`config.mk`:
```
export PLATFORM = sky130hd
export DESIGN_NAME = core
export DESIGN_NICKNAME = d
export VERILOG_FILES = /design/src/core_pkg.sv /design/src/core_ldst_pop.sv /design/src/core_decode.sv /design/src/core_control.sv /design/src/core_regs.sv /design/src/core_alu.sv /design/src/core_mem_port.sv /design/src/core.sv
export SDC_FILE = /design/constraint.sdc
export NUM_CORES = 2
export LEC_CHECK = 0
export BUFFER_PORTS_ARGS = -buffer_cell sky130_fd_sc_hd__buf_2
export CORE_MARGIN = 2
export CORE_UTILIZATION = 45
export DETAILED_ROUTE_END_ITERATION = 6
export HOLD_SLACK_MARGIN = 0.05
export PLACE_DENSITY = 0.71
export SYNTH_ARGS = -nofsm -noshare
export SYNTH_HDL_FRONTEND = slang
export SYNTH_HIERARCHICAL = 1
export SYNTH_SLANG_ARGS = --single-unit
export TNS_END_PERCENT = 20
```
`constraint.sdc`:
```
create_clock -name clk -period 15.54 [get_ports clk]
set_input_delay 3.885 -clock clk [delete_from_list [all_inputs] [get_ports clk]]
set_output_delay 3.885 -clock clk [all_outputs]
set_load 0.05 [all_outputs]
```
`src/core_pkg.sv`:
```
`default_nettype none

package core_pkg;

	localparam int NUM_REGS = 16;
	localparam int ADDR_W = 30;  // Word address
	localparam int LDM_STEP = 4;

	// Instruction fields
	localparam int CLASS_HI = 31;
	localparam int CLASS_LO = 30;
	localparam int OP_HI = 29;
	localparam int OP_LO = 27;
	localparam int IMM_FLAG = 26;
	localparam int LOAD_BIT = 29;
	localparam int PRE_BIT = 28;
	localparam int INC_BIT = 27;
	localparam int WB_BIT = 25;
	localparam int RD_HI = 23;
	localparam int RD_LO = 20;
	localparam int RN_HI = 19;
	localparam int RN_LO = 16;
	localparam int RM_HI = 3;
	localparam int RM_LO = 0;
	localparam int IMM_HI = 11;  // Also the ldst byte offset
	localparam int IMM_LO = 0;
	localparam int LIST_HI = 15;
	localparam int LIST_LO = 0;

	typedef logic [31:0] word;
	typedef logic [3:0] reg_num;
	typedef logic [15:0] reg_list;

	typedef enum logic [2:0] {
		OP_ADD,
		OP_SUB,
		OP_AND,
		OP_ORR,
		OP_MOV
	} alu_op;

	typedef enum logic [1:0] {
		CLASS_DATA = 2'b00,
		CLASS_LDST = 2'b01,
		CLASS_LDM  = 2'b10
	} insn_class;

	typedef enum logic [1:0] {
		ISSUE,
		TRANSFER,
		BASE_WRITEBACK
	} ctrl_cycle;

	typedef struct packed {
		alu_op       op;
		logic        is_imm;
		reg_num      rd;
		reg_num      rn;
		reg_num      rm;
		logic [11:0] imm;
	} data_decode;

	typedef struct packed {
		logic        enable;
		logic        multiple;
		logic        load;
		logic        pre;
		logic        increment;
		logic        writeback;
		reg_num      rd;
		reg_num      rn;
		logic [11:0] offset;
		reg_list     regs;
	} ldst_decode;

	typedef struct packed {
		logic [ADDR_W-1:0] addr;
		logic              write;
		word               wdata;
	} mem_request;

endpackage

`default_nettype wire

```
`src/core_ldst_pop.sv`:
```
`default_nettype none
`timescale 1ns/1ps

module core_ldst_pop (
	input  core_pkg::reg_list regs,
	output logic              valid,
	output core_pkg::reg_num  pop_lower,
	output core_pkg::reg_num  pop_upper,
	output core_pkg::reg_list next_lower,
	output core_pkg::reg_list next_upper
);

	assign valid = |regs;

	always_comb begin
		pop_lower = '0;
		pop_upper = '0;
		// Last hit wins on each scan
		for (int i = core_pkg::NUM_REGS - 1; i >= 0; i--) begin
			if (regs[i])
				pop_lower = core_pkg::reg_num'(i);
		end
		for (int i = 0; i < core_pkg::NUM_REGS; i++) begin
			if (regs[i])
				pop_upper = core_pkg::reg_num'(i);
		end
	end

	assign next_lower = regs & ~(core_pkg::reg_list'(1) << pop_lower);
	assign next_upper = regs & ~(core_pkg::reg_list'(1) << pop_upper);

endmodule

`default_nettype wire

```
`src/core_decode.sv`:
```
`default_nettype none
`timescale 1ns/1ps

module core_decode (
	input  logic                 clk,
	input  logic                 rst_n,
	input  logic                 insn_req,
	input  core_pkg::word        insn,
	input  logic                 ready,
	output logic                 insn_ack,
	output logic                 issue,
	output core_pkg::data_decode dec_data,
	output core_pkg::ldst_decode dec_ldst
);

	core_pkg::word insn_q;
	core_pkg::insn_class cls;
	logic accept;

	assign accept = insn_req && ready && !insn_ack;
	assign cls = core_pkg::insn_class'(insn_q[core_pkg::CLASS_HI:core_pkg::CLASS_LO]);

	always_ff @(posedge clk) begin
		if (!rst_n) begin
			insn_ack <= 1'b0;
			issue <= 1'b0;
		end else begin
			issue <= accept;  // One cycle, as ack rises
			if (accept)
				insn_ack <= 1'b1;
			else if (insn_ack && !insn_req)
				insn_ack <= 1'b0;
		end
	end

	always_ff @(posedge clk) begin
		if (accept)
			insn_q <= insn;
	end

	always_comb begin
		dec_data.op = core_pkg::alu_op'(insn_q[core_pkg::OP_HI:core_pkg::OP_LO]);
		dec_data.is_imm = insn_q[core_pkg::IMM_FLAG];
		dec_data.rd = insn_q[core_pkg::RD_HI:core_pkg::RD_LO];
		dec_data.rn = insn_q[core_pkg::RN_HI:core_pkg::RN_LO];
		dec_data.rm = insn_q[core_pkg::RM_HI:core_pkg::RM_LO];
		dec_data.imm = insn_q[core_pkg::IMM_HI:core_pkg::IMM_LO];

		// Unknown class falls back to a data op
		dec_ldst.enable = cls == core_pkg::CLASS_LDST || cls == core_pkg::CLASS_LDM;
		dec_ldst.multiple = cls == core_pkg::CLASS_LDM;
		dec_ldst.load = insn_q[core_pkg::LOAD_BIT];
		dec_ldst.pre = insn_q[core_pkg::PRE_BIT];
		dec_ldst.increment = insn_q[core_pkg::INC_BIT];
		dec_ldst.writeback = insn_q[core_pkg::WB_BIT];
		dec_ldst.rd = insn_q[core_pkg::RD_HI:core_pkg::RD_LO];
		dec_ldst.rn = insn_q[core_pkg::RN_HI:core_pkg::RN_LO];
		dec_ldst.offset = insn_q[core_pkg::IMM_HI:core_pkg::IMM_LO];
		dec_ldst.regs = insn_q[core_pkg::LIST_HI:core_pkg::LIST_LO];
	end

endmodule

`default_nettype wire

```
`src/core_control.sv`:
```
`default_nettype none
`timescale 1ns/1ps

module core_control (
	input  logic                 clk,
	input  logic                 rst_n,
	input  logic                 issue,
	input  core_pkg::data_decode dec_data,
	input  core_pkg::ldst_decode dec_ldst,
	input  core_pkg::word        rd_value_a,
	input  core_pkg::word        rd_value_b,
	input  core_pkg::word        q_alu,
	input  logic                 mem_done,
	input  core_pkg::word        mem_rdata,
	output logic                 ready,
	output core_pkg::reg_num     ra,
	output core_pkg::reg_num     rb,
	output core_pkg::alu_op      alu,
	output core_pkg::word        alu_a,
	output core_pkg::word        alu_b,
	output logic                 mem_start,
	output core_pkg::mem_request mem,
	output logic                 wb_en,
	output core_pkg::reg_num     wb_rd,
	output core_pkg::word        wb_value
);

	core_pkg::ctrl_cycle cycle;
	core_pkg::data_decode data_q;
	core_pkg::ldst_decode ldst_q;
	core_pkg::reg_list mem_regs;
	core_pkg::reg_list next_lower;
	core_pkg::reg_list next_upper;
	core_pkg::reg_num pop_lower;
	core_pkg::reg_num pop_upper;
	core_pkg::reg_num popped;
	core_pkg::reg_num final_rd;
	core_pkg::word saved_base;
	core_pkg::word base;
	logic pop_valid;
	logic started;
	logic final_writeback;
	logic launch;

	core_ldst_pop ldst_pop (
		.regs(mem_regs),
		.valid(pop_valid),
		.pop_lower(pop_lower),
		.pop_upper(pop_upper),
		.next_lower(next_lower),
		.next_upper(next_upper)
	);

	assign popped = ldst_q.increment ? pop_lower : pop_upper;
	assign base = started ? saved_base : rd_value_a;  // Base is read once, then tracked
	assign launch = cycle == core_pkg::TRANSFER && (!started || mem_done) && pop_valid;
	assign ready = cycle == core_pkg::ISSUE && !issue;
	assign ra = ldst_q.rn;  // Rn shares its field across classes
	assign rb = cycle == core_pkg::ISSUE ? data_q.rm : popped;  // Store data

	always_comb begin
		if (cycle == core_pkg::ISSUE) begin
			alu = data_q.op;
			alu_a = rd_value_a;
			alu_b = data_q.is_imm ? core_pkg::word'(data_q.imm) : rd_value_b;
		end else begin
			// Address step in the transfer direction
			alu = ldst_q.increment ? core_pkg::OP_ADD : core_pkg::OP_SUB;
			alu_a = base;
			alu_b = ldst_q.multiple ? core_pkg::word'(core_pkg::LDM_STEP)
				: core_pkg::word'(ldst_q.offset);
		end
	end

	always_ff @(posedge clk) begin
		if (!rst_n) begin
			cycle <= core_pkg::ISSUE;
			started <= 1'b0;
			final_writeback <= 1'b0;
			mem_start <= 1'b0;
			wb_en <= 1'b0;
		end else begin
			mem_start <= 1'b0;
			wb_en <= 1'b0;
			unique case (cycle)
				core_pkg::ISSUE: begin
					wb_en <= final_writeback;  // Second stage of a data op
					final_writeback <= 1'b0;
					if (issue) begin
						final_writeback <= !dec_ldst.enable;
						if (dec_ldst.enable)
							cycle <= core_pkg::TRANSFER;
					end
				end
				core_pkg::TRANSFER: begin
					if (mem_done)
						wb_en <= ldst_q.load;
					if (launch) begin
						mem_start <= 1'b1;
						started <= 1'b1;
					end else if (!started || mem_done) begin
						// List exhausted
						started <= 1'b0;
						cycle <= ldst_q.writeback ? core_pkg::BASE_WRITEBACK : core_pkg::ISSUE;
					end
				end
				core_pkg::BASE_WRITEBACK: begin
					wb_en <= 1'b1;
					cycle <= core_pkg::ISSUE;
				end
				default: cycle <= core_pkg::ISSUE;
			endcase
		end
	end

	always_ff @(posedge clk) begin
		if (cycle == core_pkg::ISSUE && issue) begin
			data_q <= dec_data;
			ldst_q <= dec_ldst;
			// A single transfer is a list of one
			mem_regs <= dec_ldst.multiple ? dec_ldst.regs
				: core_pkg::reg_list'(1) << dec_ldst.rd;
		end

		unique case (cycle)
			core_pkg::ISSUE: begin
				wb_rd <= data_q.rd;
				wb_value <= q_alu;
			end
			core_pkg::TRANSFER: begin
				wb_rd <= final_rd;
				wb_value <= mem_rdata;
			end
			default: begin
				wb_rd <= ldst_q.rn;
				wb_value <= saved_base;
			end
		endcase

		if (cycle == core_pkg::TRANSFER && !started)
			saved_base <= rd_value_a;

		if (launch) begin
			mem.addr <= ldst_q.pre ? q_alu[31:2] : alu_a[31:2];
			mem.write <= !ldst_q.load;
			mem.wdata <= rd_value_b;
			saved_base <= q_alu;
			mem_regs <= ldst_q.increment ? next_lower : next_upper;
			final_rd <= popped;
		end
	end

endmodule

`default_nettype wire

```
`src/core_regs.sv`:
```
`default_nettype none
`timescale 1ns/1ps

module core_regs (
	input  logic             clk,
	input  logic             rst_n,
	input  core_pkg::reg_num ra,
	input  core_pkg::reg_num rb,
	output core_pkg::word    rd_value_a,
	output core_pkg::word    rd_value_b,
	input  logic             wb_en,
	input  core_pkg::reg_num wb_rd,
	input  core_pkg::word    wb_value
);

	core_pkg::word regs [core_pkg::NUM_REGS];

	always_ff @(posedge clk) begin
		if (!rst_n) begin
			for (int i = 0; i < core_pkg::NUM_REGS; i++)
				regs[i] <= '0;
		end else if (wb_en) begin
			regs[wb_rd] <= wb_value;
		end
	end

	// Write in flight is forwarded
	assign rd_value_a = (wb_en && wb_rd == ra) ? wb_value : regs[ra];
	assign rd_value_b = (wb_en && wb_rd == rb) ? wb_value : regs[rb];

endmodule

`default_nettype wire

```
`src/core_alu.sv`:
```
`default_nettype none
`timescale 1ns/1ps

module core_alu (
	input  core_pkg::alu_op alu,
	input  core_pkg::word   alu_a,
	input  core_pkg::word   alu_b,
	output core_pkg::word   q_alu
);

	always_comb begin
		unique case (alu)
			core_pkg::OP_ADD: q_alu = alu_a + alu_b;
			core_pkg::OP_SUB: q_alu = alu_a - alu_b;
			core_pkg::OP_AND: q_alu = alu_a & alu_b;
			core_pkg::OP_ORR: q_alu = alu_a | alu_b;
			core_pkg::OP_MOV: q_alu = alu_b;  // Immediate or rm
			default:          q_alu = '0;
		endcase
	end

endmodule

`default_nettype wire

```
`src/core_mem_port.sv`:
```
`default_nettype none
`timescale 1ns/1ps

module core_mem_port (
	input  logic                        clk,
	input  logic                        rst_n,
	input  logic                        mem_start,
	input  core_pkg::mem_request        mem,
	output logic                        mem_req,
	output logic [core_pkg::ADDR_W-1:0] mem_addr,
	output logic                        mem_write,
	output core_pkg::word               mem_wdata,
	input  logic                        mem_ack,
	input  core_pkg::word               mem_rdata_in,
	output logic                        mem_done,
	output core_pkg::word               mem_rdata
);

	typedef enum logic [1:0] {
		IDLE,
		REQ,
		RELEASE
	} port_state;

	port_state state;
	core_pkg::mem_request req_q;

	// Fields held for the whole transaction
	assign mem_addr = req_q.addr;
	assign mem_write = req_q.write;
	assign mem_wdata = req_q.wdata;

	always_ff @(posedge clk) begin
		if (!rst_n) begin
			state <= IDLE;
			mem_req <= 1'b0;
			mem_done <= 1'b0;
		end else begin
			mem_done <= 1'b0;
			unique case (state)
				IDLE: if (mem_start) begin
					mem_req <= 1'b1;
					state <= REQ;
				end
				REQ: if (mem_ack) begin
					mem_req <= 1'b0;
					state <= RELEASE;
				end
				RELEASE: if (!mem_ack) begin
					mem_done <= 1'b1;  // Slave has let go
					state <= IDLE;
				end
				default: state <= IDLE;
			endcase
		end
	end

	always_ff @(posedge clk) begin
		if (state == IDLE && mem_start)
			req_q <= mem;
		if (state == REQ && mem_ack)
			mem_rdata <= mem_rdata_in;
	end

endmodule

`default_nettype wire

```
`src/core.sv`:
```
`default_nettype none
`timescale 1ns/1ps

module core (
	input  logic                        clk,
	input  logic                        rst_n,
	input  logic                        insn_req,
	input  core_pkg::word               insn,
	output logic                        insn_ack,
	output logic                        mem_req,
	output logic [core_pkg::ADDR_W-1:0] mem_addr,
	output logic                        mem_write,
	output core_pkg::word               mem_wdata,
	input  logic                        mem_ack,
	input  core_pkg::word               mem_rdata,
	output logic                        wb_en,
	output core_pkg::reg_num            wb_rd,
	output core_pkg::word               wb_value
);

	core_pkg::data_decode dec_data;
	core_pkg::ldst_decode dec_ldst;
	core_pkg::mem_request mem;
	core_pkg::reg_num ra;
	core_pkg::reg_num rb;
	core_pkg::word rd_value_a;
	core_pkg::word rd_value_b;
	core_pkg::word alu_a;
	core_pkg::word alu_b;
	core_pkg::word q_alu;
	core_pkg::word xfer_rdata;  // Load data as captured by the port
	core_pkg::alu_op alu;
	logic ready;
	logic issue;
	logic mem_start;
	logic mem_done;

	core_decode decode (
		.clk(clk),
		.rst_n(rst_n),
		.insn_req(insn_req),
		.insn(insn),
		.ready(ready),
		.insn_ack(insn_ack),
		.issue(issue),
		.dec_data(dec_data),
		.dec_ldst(dec_ldst)
	);

	core_control control (
		.clk(clk),
		.rst_n(rst_n),
		.issue(issue),
		.dec_data(dec_data),
		.dec_ldst(dec_ldst),
		.rd_value_a(rd_value_a),
		.rd_value_b(rd_value_b),
		.q_alu(q_alu),
		.mem_done(mem_done),
		.mem_rdata(xfer_rdata),
		.ready(ready),
		.ra(ra),
		.rb(rb),
		.alu(alu),
		.alu_a(alu_a),
		.alu_b(alu_b),
		.mem_start(mem_start),
		.mem(mem),
		.wb_en(wb_en),
		.wb_rd(wb_rd),
		.wb_value(wb_value)
	);

	core_regs regs (
		.clk(clk),
		.rst_n(rst_n),
		.ra(ra),
		.rb(rb),
		.rd_value_a(rd_value_a),
		.rd_value_b(rd_value_b),
		.wb_en(wb_en),
		.wb_rd(wb_rd),
		.wb_value(wb_value)
	);

	core_alu alu_unit (
		.alu(alu),
		.alu_a(alu_a),
		.alu_b(alu_b),
		.q_alu(q_alu)
	);

	core_mem_port mem_port (
		.clk(clk),
		.rst_n(rst_n),
		.mem_start(mem_start),
		.mem(mem),
		.mem_req(mem_req),
		.mem_addr(mem_addr),
		.mem_write(mem_write),
		.mem_wdata(mem_wdata),
		.mem_ack(mem_ack),
		.mem_rdata_in(mem_rdata),
		.mem_done(mem_done),
		.mem_rdata(xfer_rdata)
	);

endmodule

`default_nettype wire

```
==> flow_metrics.py <==
metrics = {
    "sta": {
        "relSlewSlack_pct": 23.5,
        "tightest_slew_ps": 1140,
        "rsz0062_at_grt": "no",
        "post-route-min-period_ps": 9590,
        "max_freq_ghz": 0.104,
        "min_period_over_period_pct": 61.7,
        "finalHoldViolCount": 0,
        "finClkSkew_ps": 30.6,
        "final_max_slew_viol_count": 0,
        "tns_ps": 0,
        "setup_viol": 0,
    },
    "run_status": {
        "status": "complete, no violations",
    },
    "route": {
        "num_vias": 28796,
        "avgRoutedWirePerCell_um": 27.9,
        "drt_iter0_drc": 3433,
        "wl_um": 129000,
        "vias_per_cell": 6.21,
        "drt.antenna.violating_nets": 0,
        "drc": 0,
        "dr.pass1.iters": 6,
    },
    "grt": {
        "use_met2_pct": 39.5,
        "antenna_found_initial": 8,
        "grt_usage_pct": 24.8,
        "grt_max_degree": 128,
        "grt_pass1_vias": 28584,
        "grt_pass1_wl_um": 187000,
        "busiest_layer": "met2",
        "grt_use_met3_pct": 5.09,
        "grt_overflow": 0,
        "grt_use_met1_pct": 33.1,
    },
    "worst_setup_path": {
        "reg2reg_depth": 30,
        "critPathMaxStageDelay_ps": 670,
        "worstSetupPathType": "reg2reg",
        "critPathArrivalTime_ps": 10000,
        "crit_start": "control/mem_regs[14]",
        "rr_endpoint": "control/mem[56]",
        "r2r-start": "control/mem_regs[14]",
        "crit_path_frequent_cell": "mux2_2",
        "r2r_slack_ps": 5950,
        "crit_path_end": "control/mem[56]",
        "crit_path_end_kind": "flop",
        "cp-start-kind": "flop",
        "crit_fanout": 96,
        "cp.required_ps": 15940,
        "cpMaxStageDelayCell": "buf_12",
    },
    "final_layout": {
        "syn2layout_area_growth_pct": 10.8,
        "fillers": 8248,
        "utilization_pct": 50.0,
        "finalNetCount": 3366,
        "drive_above_1_share_pct": 26.7,
        "final_cell_mix": "798 x edfxtp_1, 543 x and2_1, 258 x mux4_2",
        "mostFrequentLayoutCell": "edfxtp_1",
    },
    "yosys": {
        "ys_warn_count": 6,
        "syn_area_per_cell_um2": 13.9,
        "synthCells": 3238,
        "syn-cell-area_um2": 45000,
    },
    "clocking": {
        "cts_tree": "built",
        "hold_buffers": 0,
        "root_buffer": "clkbuf_16",
        "numCtsBuffers": 88,
        "htreeDepth": 3,
        "clock_latency_ps": 670,
        "clock_path_buffers": 3,
        "cts_resized": 0,
        "clk_pin_slew_ps": 60,
        "post_cts_buffers": 0,
        "cts.sinks": 846,
    },
    "hold_path": {
        "worstHoldPathType": "reg2reg",
    },
    "floorplanning": {
        "num_io_pins": 170,
        "die_w_um": 320,
        "die_y_um": 320,
        "initial_core_util_pct": 45.2,
        "core_area_um2": 99700,
        "num_rows": 116,
        "dieArea_um2": 103000,
    },
    "power_and_ir_drop": {
        "peakVddDrop_mv": 0.147,
        "pwr-share-clk_pct": 36.6,
        "seq_power_share_pct": 45.4,
        "combPwrFrac_pct": 18.1,
        "switching_share_pct": 28.9,
        "p_sw_mw": 1.74,
        "leakagePower_nw": 18.0,
        "power_density_nw_per_um2": 120,
        "p_int_mw": 4.28,
    },
    "placed_design": {
        "dp_hpwl_um": 78900,
        "gp_congestion": 0.901,
        "portBuffers": 168,
    },
    "run": {
        "cap_violations": 0,
    },
}
-- flip-flops by register name, indices dropped and copies added (netlist names), 24 cells and up --
register,cells
control/data_q,24
control/mem,63
control/saved_base,32
control/wb_value,32
decode/insn_q,31
mem_port/mem_addr,30
mem_port/mem_rdata,32
mem_port/mem_wdata,32
regs/regs,512
-- worst max-delay path, delay by kind of cell (launching register included) --
kind | cells | cell delay (ps)
compound gates | 13 | 3640
mux | 5 | 1660
simple gates | 7 | 1430
buf+inv | 2 | 1270
flops | 1 | 480
xor+xnor | 2 | 400
fa+ha+maj | 1 | 330
-- power groups by stage --
stage	sequential [mW]	clock (mW)	combinational (mW)
after floorplan	2.82	0	0.667
after global placement	2.77	0	1.07
after detailed placement	2.77	0	1.07
after CTS	2.73	2.23	1.08
after global routing	2.74	2.31	1.15
final	2.73	2.20	1.09
-- layer usage --
| layer | vias to the layer above | wire length, um |
|---|---|---|
| met4 | 4 | 5960 |
| met5 | - | 27 |
| met2 | 1639 | 60200 |
| met1 | 14530 | 49700 |
| met3 | 321 | 13300 |
| li1 | 12302 | - |
-- how the worst min path moves through the flow --
stage / cells past startpoint / slack [ps] / end / from
finish: 0 / 420 / mem_port/mem_wdata[19] / control/mem[19]
CTS: 0 / 420 / mem_port/mem_addr[10] / control/mem[43]
global route: 0 / 420 / mem_port/mem_addr[3] / control/mem[36]
floorplan: 0 / 400 / mem_port/mem_addr[0] / control/mem[33]
detailed placement: 0 / 400 / control/ra[0] / decode/insn_q[16]
global placement: 0 / 400 / mem_port/mem_wdata[29] / control/mem[29]
-- per-stage QoR --
| stage | cells | setup slack [ps] | hold WS [ps] | power, mW | instance area (um2) |
|---|---|---|---|---|---|
| final | 4635 | 5950 | 416 | 6.01 | 49900 |
| after global routing | 4634 | 5020 | 424 | 6.20 | 49900 |
| after floorplan | 3239 | 8260 | 400 | 3.48 | 45000 |
| after global placement | 4470 | 6040 | 402 | 3.83 | 46900 |
| after CTS | 4634 | 6020 | 417 | 6.03 | 49900 |
| after detailed placement | 4470 | 6060 | 405 | 3.85 | 46900 |
-- cell type report --
| cell class | instances | area, um2 | share of cell area (%) |
|---|---|---|---|
| sequential | 846 | 24900 | 50.0 |
| multi-input combinational | 2044 | 18700 | 37.5 |
| clock buffer | 98 | 2240 | 4.49 |
| tap | 1298 | 1620 | 3.25 |
| timing repair buffer | 254 | 1540 | 3.08 |
| clock inverter | 66 | 753 | 1.51 |
| inverter | 28 | 108 | 0.216 |
| antenna | 1 | 2.50 | 0.00501 |
(Power assumes the default switching activity.)
